==> config.mk <==
export PLATFORM = sky130hd
export DESIGN_NAME = mcu_periph_top
export DESIGN_NICKNAME = d
export VERILOG_FILES = /design/src/mcu_cfg_pkg.sv /design/src/mcu_pwr_pkg.sv /design/src/apb_decoder.sv /design/src/gpio_bank.sv /design/src/gated_periph_domain.sv /design/src/power_manager.sv /design/src/mcu_periph_top.sv
export SDC_FILE = /design/constraint.sdc
export NUM_CORES = 1
export LEC_CHECK = 0
export BUFFER_PORTS_ARGS = -buffer_cell sky130_fd_sc_hd__buf_4
export CAP_MARGIN = 20
export CORE_ASPECT_RATIO = 0.5
export CORE_UTILIZATION = 40
export CTS_CLUSTER_DIAMETER = 30
export DETAILED_ROUTE_END_ITERATION = 6
export PLACE_DENSITY_LB_ADDON = 0.12
export SKIP_CTS_REPAIR_TIMING = 1
export SLEW_MARGIN = 0
export SYNTH_ARGS = -nofsm -noshare
export SYNTH_HDL_FRONTEND = slang
export SYNTH_HIERARCHICAL = 1
export SYNTH_SLANG_ARGS = --single-unit
==> constraint.sdc <==
create_clock -name clk_i -period 8.5 [get_ports clk_i]
set_input_delay 0.85 -clock clk_i [delete_from_list [all_inputs] [get_ports clk_i]]
set_output_delay 0.85 -clock clk_i [all_outputs]
set_load 0.01 [all_outputs]
==> src/mcu_cfg_pkg.sv <==
/*
  Address map, APB types and GPIO pin/pad types. Each slave window is 0x100 bytes,
  and everything from 0x300 upward is unmapped.
*/
package mcu_cfg_pkg;

  localparam int ADDR_W = 12;
  localparam int DATA_W = 32;

  // slave windows
  localparam logic [ADDR_W-1:0] GPIO_AO_BASE   = 12'h000;
  localparam logic [ADDR_W-1:0] GPIO_MAIN_BASE = 12'h100;
  localparam logic [ADDR_W-1:0] PWR_BASE       = 12'h200;
  localparam logic [ADDR_W-1:0] WINDOW_SIZE    = 12'h100;

  // gpio register offsets inside a bank
  localparam logic [ADDR_W-1:0] GPIO_OUT_OFS         = 12'h000;
  localparam logic [ADDR_W-1:0] GPIO_OE_OFS          = 12'h004;
  localparam logic [ADDR_W-1:0] GPIO_IN_OFS          = 12'h008;
  localparam logic [ADDR_W-1:0] GPIO_INTR_EN_OFS     = 12'h00C;
  localparam logic [ADDR_W-1:0] GPIO_INTR_STATUS_OFS = 12'h010;

  localparam int GPIO_AO_PINS   = 8;
  localparam int GPIO_MAIN_PINS = 16;

  typedef logic [GPIO_AO_PINS-1:0] gpio_ao_pins_t;
  typedef logic [GPIO_MAIN_PINS-1:0] gpio_main_pins_t;

  typedef struct packed {
    gpio_ao_pins_t out;
    gpio_ao_pins_t oe;
  } gpio_ao_pad_t;

  typedef struct packed {
    gpio_main_pins_t out;
    gpio_main_pins_t oe;
  } gpio_main_pad_t;

  typedef struct packed {
    logic              psel;
    logic              penable;
    logic              pwrite;
    logic [ADDR_W-1:0] paddr;
    logic [DATA_W-1:0] pwdata;
  } apb_req_t;

  typedef struct packed {
    logic [DATA_W-1:0] prdata;
    logic              pready;
    logic              pslverr;
  } apb_rsp_t;

endpackage

==> src/mcu_pwr_pkg.sv <==
/*
  Power control bundle, sequencer states and power register layout.
  All control bits are active high.
*/
package mcu_pwr_pkg;

  typedef struct packed {
    logic switch_off;
    logic iso_en;
    logic rst_en;
  } pwr_ctrl_t;

  typedef enum logic [2:0] {
    PWR_ON,
    PWR_ISO,
    PWR_RST,
    PWR_SWOFF,
    PWR_OFF,
    PWR_SWON,
    PWR_UNRST,
    PWR_UNISO
  } pwr_state_e;

  // register offsets inside the power window
  localparam logic [mcu_cfg_pkg::ADDR_W-1:0] PWR_CTRL_OFS   = 12'h000;
  localparam logic [mcu_cfg_pkg::ADDR_W-1:0] PWR_STATUS_OFS = 12'h004;

  // control register bits
  localparam int PWR_OFF_REQ_BIT = 0;
  localparam int PWR_WAKE_EN_BIT = 1;

  // status register layout
  localparam int PWR_STATUS_OFF_BIT   = 0;
  localparam int PWR_STATUS_STATE_LSB = 4;

endpackage

==> src/apb_decoder.sv <==
/*
  Purely combinational. Slaves see the offset inside their window only;
  unmapped addresses get pready with pslverr and zero prdata.
*/
module apb_decoder
  import mcu_cfg_pkg::*;
(
  input  apb_req_t req_i,
  output apb_rsp_t rsp_o,

  output apb_req_t ao_req_o,
  input  apb_rsp_t ao_rsp_i,

  output apb_req_t main_req_o,
  input  apb_rsp_t main_rsp_i,

  output apb_req_t pwr_req_o,
  input  apb_rsp_t pwr_rsp_i
);

  logic [ADDR_W-1:0] win_base;
  logic [ADDR_W-1:0] win_ofs;
  logic              sel_ao;
  logic              sel_main;
  logic              sel_pwr;

  assign win_base = req_i.paddr & ~(WINDOW_SIZE - 1'b1);
  assign win_ofs  = req_i.paddr & (WINDOW_SIZE - 1'b1);

  assign sel_ao   = (win_base == GPIO_AO_BASE);
  assign sel_main = (win_base == GPIO_MAIN_BASE);
  assign sel_pwr  = (win_base == PWR_BASE);

  // only the selected slave sees psel
  always_comb begin
    ao_req_o         = req_i;
    ao_req_o.paddr   = win_ofs;
    ao_req_o.psel    = req_i.psel & sel_ao;
    main_req_o       = req_i;
    main_req_o.paddr = win_ofs;
    main_req_o.psel  = req_i.psel & sel_main;
    pwr_req_o        = req_i;
    pwr_req_o.paddr  = win_ofs;
    pwr_req_o.psel   = req_i.psel & sel_pwr;
  end

  always_comb begin
    if (sel_ao) begin
      rsp_o = ao_rsp_i;
    end else if (sel_main) begin
      rsp_o = main_rsp_i;
    end else if (sel_pwr) begin
      rsp_o = pwr_rsp_i;
    end else begin
      rsp_o.prdata  = '0;
      rsp_o.pready  = 1'b1;
      rsp_o.pslverr = 1'b1;
    end
  end

endmodule

==> src/gpio_bank.sv <==
/*
  Zero wait-state APB slave; unused offsets read zero without error.
  Status bits set 3 cycles after an input rises. Sync chain is free-running, so a pin
  already high when reset releases raises no interrupt.
*/
module gpio_bank
  import mcu_cfg_pkg::*;
#(
  parameter type pins_t = gpio_ao_pins_t,
  parameter type pad_t  = gpio_ao_pad_t
) (
  input  logic     clk_i,
  input  logic     reset_i,
  input  apb_req_t req_i,
  output apb_rsp_t rsp_o,
  input  pins_t    pins_i,
  output pad_t     pad_o,
  output logic     irq_o
);

  pins_t out_q;
  pins_t oe_q;
  pins_t ie_q;
  pins_t status_q;
  pins_t sync1_q;
  pins_t sync2_q;
  pins_t prev_q;
  pins_t wdata;
  pins_t rise;
  pins_t clr;
  logic  wr_en;

  assign wr_en = req_i.psel & req_i.penable & req_i.pwrite;
  assign wdata = req_i.pwdata[$bits(pins_t)-1:0];
  assign rise  = sync2_q & ~prev_q;
  assign clr   = (wr_en && req_i.paddr == GPIO_INTR_STATUS_OFS) ? wdata : '0;

  // two-flop synchronizer, then the edge register
  always_ff @(posedge clk_i) begin
    sync1_q <= pins_i;
    sync2_q <= sync1_q;
    prev_q  <= sync2_q;
  end

  always_ff @(posedge clk_i) begin
    if (reset_i) begin
      out_q    <= '0;
      oe_q     <= '0;
      ie_q     <= '0;
      status_q <= '0;
    end else begin
      if (wr_en && req_i.paddr == GPIO_OUT_OFS) begin
        out_q <= wdata;
      end
      if (wr_en && req_i.paddr == GPIO_OE_OFS) begin
        oe_q <= wdata;
      end
      if (wr_en && req_i.paddr == GPIO_INTR_EN_OFS) begin
        ie_q <= wdata;
      end
      // new edge wins over a clear in the same cycle
      status_q <= (status_q & ~clr) | rise;
    end
  end

  always_comb begin
    rsp_o        = '0;
    rsp_o.pready = 1'b1;
    case (req_i.paddr)
      GPIO_OUT_OFS:         rsp_o.prdata = DATA_W'(out_q);
      GPIO_OE_OFS:          rsp_o.prdata = DATA_W'(oe_q);
      GPIO_IN_OFS:          rsp_o.prdata = DATA_W'(sync2_q);
      GPIO_INTR_EN_OFS:     rsp_o.prdata = DATA_W'(ie_q);
      GPIO_INTR_STATUS_OFS: rsp_o.prdata = DATA_W'(status_q);
      default:              rsp_o.prdata = '0;
    endcase
  end

  assign pad_o.out = out_q;
  assign pad_o.oe  = oe_q;

  assign irq_o = |(status_q & ie_q);

endmodule

==> src/gated_periph_domain.sv <==
/*
  Power-gated island with the main GPIO bank. While iso_en is high the pads and irq are
  clamped low and every access answers pslverr. rst_en holds the bank in reset.
*/
module gated_periph_domain
  import mcu_cfg_pkg::*;
  import mcu_pwr_pkg::*;
(
  input  logic            clk_i,
  input  logic            reset_i,
  input  apb_req_t        req_i,
  output apb_rsp_t        rsp_o,
  input  pwr_ctrl_t       pwr_i,
  input  gpio_main_pins_t pins_i,
  output gpio_main_pad_t  pad_o,
  output logic            irq_o
);

  apb_req_t       bank_req;
  apb_rsp_t       bank_rsp;
  gpio_main_pad_t bank_pad;
  logic           bank_irq;
  logic           bank_reset;

  // bank comes back with reset values after a power cycle
  assign bank_reset = reset_i | pwr_i.rst_en;

  always_comb begin
    bank_req      = req_i;
    bank_req.psel = req_i.psel & ~pwr_i.iso_en;
  end

  gpio_bank #(
    .pins_t(gpio_main_pins_t),
    .pad_t (gpio_main_pad_t)
  ) gpio_main_bank_i (
    .clk_i  (clk_i),
    .reset_i(bank_reset),
    .req_i  (bank_req),
    .rsp_o  (bank_rsp),
    .pins_i (pins_i),
    .pad_o  (bank_pad),
    .irq_o  (bank_irq)
  );

  // isolation clamps
  always_comb begin
    if (pwr_i.iso_en) begin
      rsp_o.prdata  = '0;
      rsp_o.pready  = 1'b1;
      rsp_o.pslverr = 1'b1;
      pad_o         = '0;
    end else begin
      rsp_o = bank_rsp;
      pad_o = bank_pad;
    end
  end

  assign irq_o = bank_irq & ~pwr_i.iso_en;

endmodule

==> src/power_manager.sv <==
/*
  One state per cycle except SWOFF and SWON, which wait on pwr_ack_i (high = powered).
  Off request starts the off sequence; clearing it, or a wake with wake enable, powers up.
*/
module power_manager
  import mcu_cfg_pkg::*;
  import mcu_pwr_pkg::*;
(
  input  logic      clk_i,
  input  logic      reset_i,
  input  apb_req_t  req_i,
  output apb_rsp_t  rsp_o,
  input  logic      wake_i,
  input  logic      pwr_ack_i,
  output pwr_ctrl_t pwr_ctrl_o
);

  pwr_state_e state_q;
  pwr_state_e state_d;
  logic       off_req_q;
  logic       wake_en_q;
  logic       wr_ctrl;
  logic       wake;

  assign wr_ctrl = req_i.psel & req_i.penable & req_i.pwrite &
                   (req_i.paddr == PWR_CTRL_OFS);
  assign wake    = wake_en_q & wake_i;

  always_ff @(posedge clk_i) begin
    if (reset_i) begin
      off_req_q <= 1'b0;
      wake_en_q <= 1'b0;
    end else begin
      if (wr_ctrl) begin
        off_req_q <= req_i.pwdata[PWR_OFF_REQ_BIT];
        wake_en_q <= req_i.pwdata[PWR_WAKE_EN_BIT];
      end
      // wake drops the off request, even over a write
      if (state_q == PWR_OFF && wake) begin
        off_req_q <= 1'b0;
      end
    end
  end

  always_ff @(posedge clk_i) begin
    if (reset_i) begin
      state_q <= PWR_ON;
    end else begin
      state_q <= state_d;
    end
  end

  always_comb begin
    state_d = state_q;
    case (state_q)
      PWR_ON:    if (off_req_q) state_d = PWR_ISO;
      PWR_ISO:   state_d = PWR_RST;
      PWR_RST:   state_d = PWR_SWOFF;
      PWR_SWOFF: if (!pwr_ack_i) state_d = PWR_OFF;
      PWR_OFF:   if (!off_req_q || wake) state_d = PWR_SWON;
      PWR_SWON:  if (pwr_ack_i) state_d = PWR_UNRST;
      PWR_UNRST: state_d = PWR_UNISO;
      PWR_UNISO: state_d = PWR_ON;
      default:   state_d = PWR_ON;
    endcase
  end

  // control bundle decoded from the state
  always_comb begin
    pwr_ctrl_o = '0;
    case (state_q)
      PWR_ISO, PWR_UNRST: begin
        pwr_ctrl_o.iso_en = 1'b1;
      end
      PWR_RST, PWR_SWON: begin
        pwr_ctrl_o.iso_en = 1'b1;
        pwr_ctrl_o.rst_en = 1'b1;
      end
      PWR_SWOFF, PWR_OFF: begin
        pwr_ctrl_o.iso_en     = 1'b1;
        pwr_ctrl_o.rst_en     = 1'b1;
        pwr_ctrl_o.switch_off = 1'b1;
      end
      default: ;
    endcase
  end

  always_comb begin
    rsp_o        = '0;
    rsp_o.pready = 1'b1;
    case (req_i.paddr)
      PWR_CTRL_OFS: begin
        rsp_o.prdata[PWR_OFF_REQ_BIT] = off_req_q;
        rsp_o.prdata[PWR_WAKE_EN_BIT] = wake_en_q;
      end
      PWR_STATUS_OFS: begin
        rsp_o.prdata[PWR_STATUS_OFF_BIT] = (state_q == PWR_OFF);
        rsp_o.prdata[PWR_STATUS_STATE_LSB +: $bits(pwr_state_e)] = state_q;
      end
      default: ;
    endcase
  end

endmodule

==> src/mcu_periph_top.sv <==
/*
  Always-on GPIO (irq bit 0), gated main GPIO (irq bit 1) and the power manager on one APB.
  pwr_ack_i must be high while the gated domain is powered.
*/
module mcu_periph_top
  import mcu_cfg_pkg::*;
  import mcu_pwr_pkg::*;
(
  input  logic            clk_i,
  input  logic            reset_i,
  input  apb_req_t        apb_req_i,
  output apb_rsp_t        apb_rsp_o,
  input  gpio_ao_pins_t   gpio_ao_i,
  output gpio_ao_pad_t    gpio_ao_o,
  input  gpio_main_pins_t gpio_main_i,
  output gpio_main_pad_t  gpio_main_o,
  output pwr_ctrl_t       pwr_ctrl_o,
  input  logic            pwr_ack_i,
  output logic [1:0]      irq_o
);

  apb_req_t ao_req;
  apb_rsp_t ao_rsp;
  apb_req_t main_req;
  apb_rsp_t main_rsp;
  apb_req_t pwr_req;
  apb_rsp_t pwr_rsp;

  apb_decoder apb_decoder_i (
    .req_i     (apb_req_i),
    .rsp_o     (apb_rsp_o),
    .ao_req_o  (ao_req),
    .ao_rsp_i  (ao_rsp),
    .main_req_o(main_req),
    .main_rsp_i(main_rsp),
    .pwr_req_o (pwr_req),
    .pwr_rsp_i (pwr_rsp)
  );

  gpio_bank #(
    .pins_t(gpio_ao_pins_t),
    .pad_t (gpio_ao_pad_t)
  ) gpio_ao_bank_i (
    .clk_i  (clk_i),
    .reset_i(reset_i),
    .req_i  (ao_req),
    .rsp_o  (ao_rsp),
    .pins_i (gpio_ao_i),
    .pad_o  (gpio_ao_o),
    .irq_o  (irq_o[0])
  );

  gated_periph_domain gated_periph_domain_i (
    .clk_i  (clk_i),
    .reset_i(reset_i),
    .req_i  (main_req),
    .rsp_o  (main_rsp),
    .pwr_i  (pwr_ctrl_o),
    .pins_i (gpio_main_i),
    .pad_o  (gpio_main_o),
    .irq_o  (irq_o[1])
  );

  // always-on interrupt doubles as the wake source
  power_manager power_manager_i (
    .clk_i     (clk_i),
    .reset_i   (reset_i),
    .req_i     (pwr_req),
    .rsp_o     (pwr_rsp),
    .wake_i    (irq_o[0]),
    .pwr_ack_i (pwr_ack_i),
    .pwr_ctrl_o(pwr_ctrl_o)
  );

endmodule

==> impl_metrics.env <==
export IMPL_post_route_cells_drive_above_1_share=0.231
export IMPL_met3_wirelength_um=1050
export IMPL_synth_warnings=6
export IMPL_clock_latency_ns=0.44
export IMPL_powerDensity_mw_per_mm2=180
export IMPL_final_area_mm2=0.0106
export IMPL_grt_ovfl_total=0
export IMPL_root_buffer="clkbuf_16"
export IMPL_wl_met2_um=10600
export IMPL_critPathLaunch="apb_req_i[35]"
export IMPL_area_growth_pct=11.5
export IMPL_wl_per_cell_um=17.3
export IMPL_crit_path_top_delay_cell="and2_1"
export IMPL_fp_row_count=39
export IMPL_port_buffers=143
export IMPL_worstMarginPinSlew_ns=1.05
export IMPL_reg2reg_slack_ns=4.61
export IMPL_routabilityCongestion=0.813
export IMPL_htreeDepth=4
export IMPL_hpwl_um=16900
export IMPL_hold_viol_final=0
export IMPL_crit_path_cell_trace="buf_4, nor4_1, and2_1, a22oi_1, o221ai_1, nor2b_1, o21ai_0, a21oi_1, buf_4"
export IMPL_path_clk_slew_ns=0.06
export IMPL_grt_pass1_vias=6811
export IMPL_cts_buffer_depth=2
export IMPL_highest_layer="met4"
export IMPL_start_kind="input pin"
export IMPL_finalSetupViolCount=0
export IMPL_grt_setup_unrepaired="false"
export IMPL_max_freq_mhz=234
export IMPL_critPathCaptureType="output port"
export IMPL_status="finished, violations left"
export IMPL_drc_errors=12
export IMPL_min_period_over_period=0.503
export IMPL_ir_worst_vdd_mv=0.106
export IMPL_min_path_type="reg2reg"
export IMPL_postSynthCellCount=1066
export IMPL_first_iter_violations=483
export IMPL_crit_required_ns=7.65
export IMPL_place_area_mm2=0.00995
export IMPL_relSlewSlack=0.303
export IMPL_fp_dieH_um=111
export IMPL_finalPower_mw=1.91
export IMPL_reg2regPathDepth=11
export IMPL_failed_checks="design-rule violations"
export IMPL_hold_end="gated_periph_domain_i/gpio_main_bank_i/sync2_q[15]"
export IMPL_slowest_delay_ns=0.68
export IMPL_crit_type="in2out"
export IMPL_drt_wl_total_um=24900
export IMPL_skew_ns=0.0108
export IMPL_grt_pass1_wl_um=38800
export IMPL_layout_min_cycle_time_ns=4.28
export IMPL_avgViaCountPerCell=4.96
export IMPL_nets=1196
export IMPL_fillCellCount=2296
export IMPL_antenna_found_initial=1
export IMPL_p_leak_nw=4.59
export IMPL_core_region_area_mm2=0.0230
export IMPL_crit_top_cell="buf_4"
export IMPL_dieArea_mm2=0.0244
export IMPL_cts_sinks=173
export IMPL_start_util=0.412
export IMPL_grt_usage=0.208
export IMPL_r2r_start="power_manager_i/state_q[0]"
export IMPL_critPathMaxFanout=30
export IMPL_netlist_area_mm2=0.00949
export IMPL_grt_start_max_net_pins=81
export IMPL_fin_util=0.460
export IMPL_postRouteAntennaNets=0
export IMPL_tritoncts="built"
export IMPL_holdPathStages=0
export IMPL_cap_violations=0
export IMPL_num_vias=7135
export IMPL_numCtsBuffers=17
export IMPL_drv_slew=0
export IMPL_fp_dieW_um=220
export IMPL_worstPathArrival_ns=3.43
export IMPL_min_from="gated_periph_domain_i/gpio_main_bank_i/sync1_q[15]"
export IMPL_drtPass1Iterations=6
export IMPL_synth_area_per_cell_um2=8.90
export IMPL_ioPinCount=161
export IMPL_finalSetupTns_ns=0
export IMPL_hold_ws_ns=0.327
export IMPL_drt_met1_wl_um=12900
==> stage by stage <==
stage          cells  worst slack [ns]
2_1_floorplan   1144              4.81
3_3_place_gp    1406              4.34
3_5_place_dp    1406              4.28
4_1_cts         1438              4.29
5_1_grt         1438              4.07
6_report        1439              4.22
==> cells in the final DEF (no fill, tap or decap), types with 13 or more instances in the layout <==
cell,instances
nor2_1,27
nand2_1,44
nor2b_1,86
dfxtp_1,173
nand3_1,13
a22oi_1,27
clkbuf_16,17
mux2i_1,70
mux2_2,23
a21oi_1,58
nor2_2,30
nand3b_1,16
conb_1,85
nand2b_1,83
buf_4,153
inv_1,20
o21ai_0,69
==> per-layer routing <==
metal / up-vias / global-route usage
met1: 3432 / 0.309
met4: 0 / 0.0501
met2: 140 / 0.302
met3: 26 / 0.0439
met5: - / 0
li1: 3537 / -
==> critical path: cells and delay by family <==
family / cells / cell delay, ns
and+or+nand+nor: 3 / 1.32
AOI/OAI and AO/OA: 4 / 0.83
buffers and inverters: 2 / 0.41
==> how the worst max path moves through the flow <==
stage	slack [ns]	to
final	4.22	apb_rsp_o[7]
after global routing	4.07	apb_rsp_o[7]
after CTS	4.29	apb_rsp_o[7]
after detailed placement	4.28	apb_rsp_o[7]
after global placement	4.34	apb_rsp_o[9]
after floorplan	4.81	apb_rsp_o[10]
==> sequential cells by signal, indices dropped and copies added, names as in the netlist, 8 cells and up <==
signal                                           flops
gated_periph_domain_i/gpio_main_bank_i/ie_q         16
gated_periph_domain_i/gpio_main_bank_i/oe_q         16
gated_periph_domain_i/gpio_main_bank_i/out_q        16
gated_periph_domain_i/gpio_main_bank_i/prev_q       16
gated_periph_domain_i/gpio_main_bank_i/status_q     16
gated_periph_domain_i/gpio_main_bank_i/sync1_q      16
gated_periph_domain_i/gpio_main_bank_i/sync2_q      16
gpio_ao_bank_i/ie_q                                  8
gpio_ao_bank_i/oe_q                                  8
gpio_ao_bank_i/out_q                                 8
gpio_ao_bank_i/prev_q                                8
gpio_ao_bank_i/status_q                              8
gpio_ao_bank_i/sync1_q                               8
gpio_ao_bank_i/sync2_q                               8
==> final cells by class <==
cell class	instances	area [um2]	area share
diodes	1	2.50	0.000236
repair buffers	153	1150	0.109
well taps	307	384	0.0363
flip-flops and latches	173	3460	0.327
clock inverters	12	183	0.0173
clock buffers	20	447	0.0422
inverters	20	75.1	0.00709
multi-input cells	753	4880	0.461
==> where the power goes <==
group,leakage (nW),internal (mW),switching [mW]
clock,0.303,0.504,0.335
sequential,1.43,0.840,0.0174
combinational,2.86,0.0821,0.131
(Power assumes the default switching activity.)
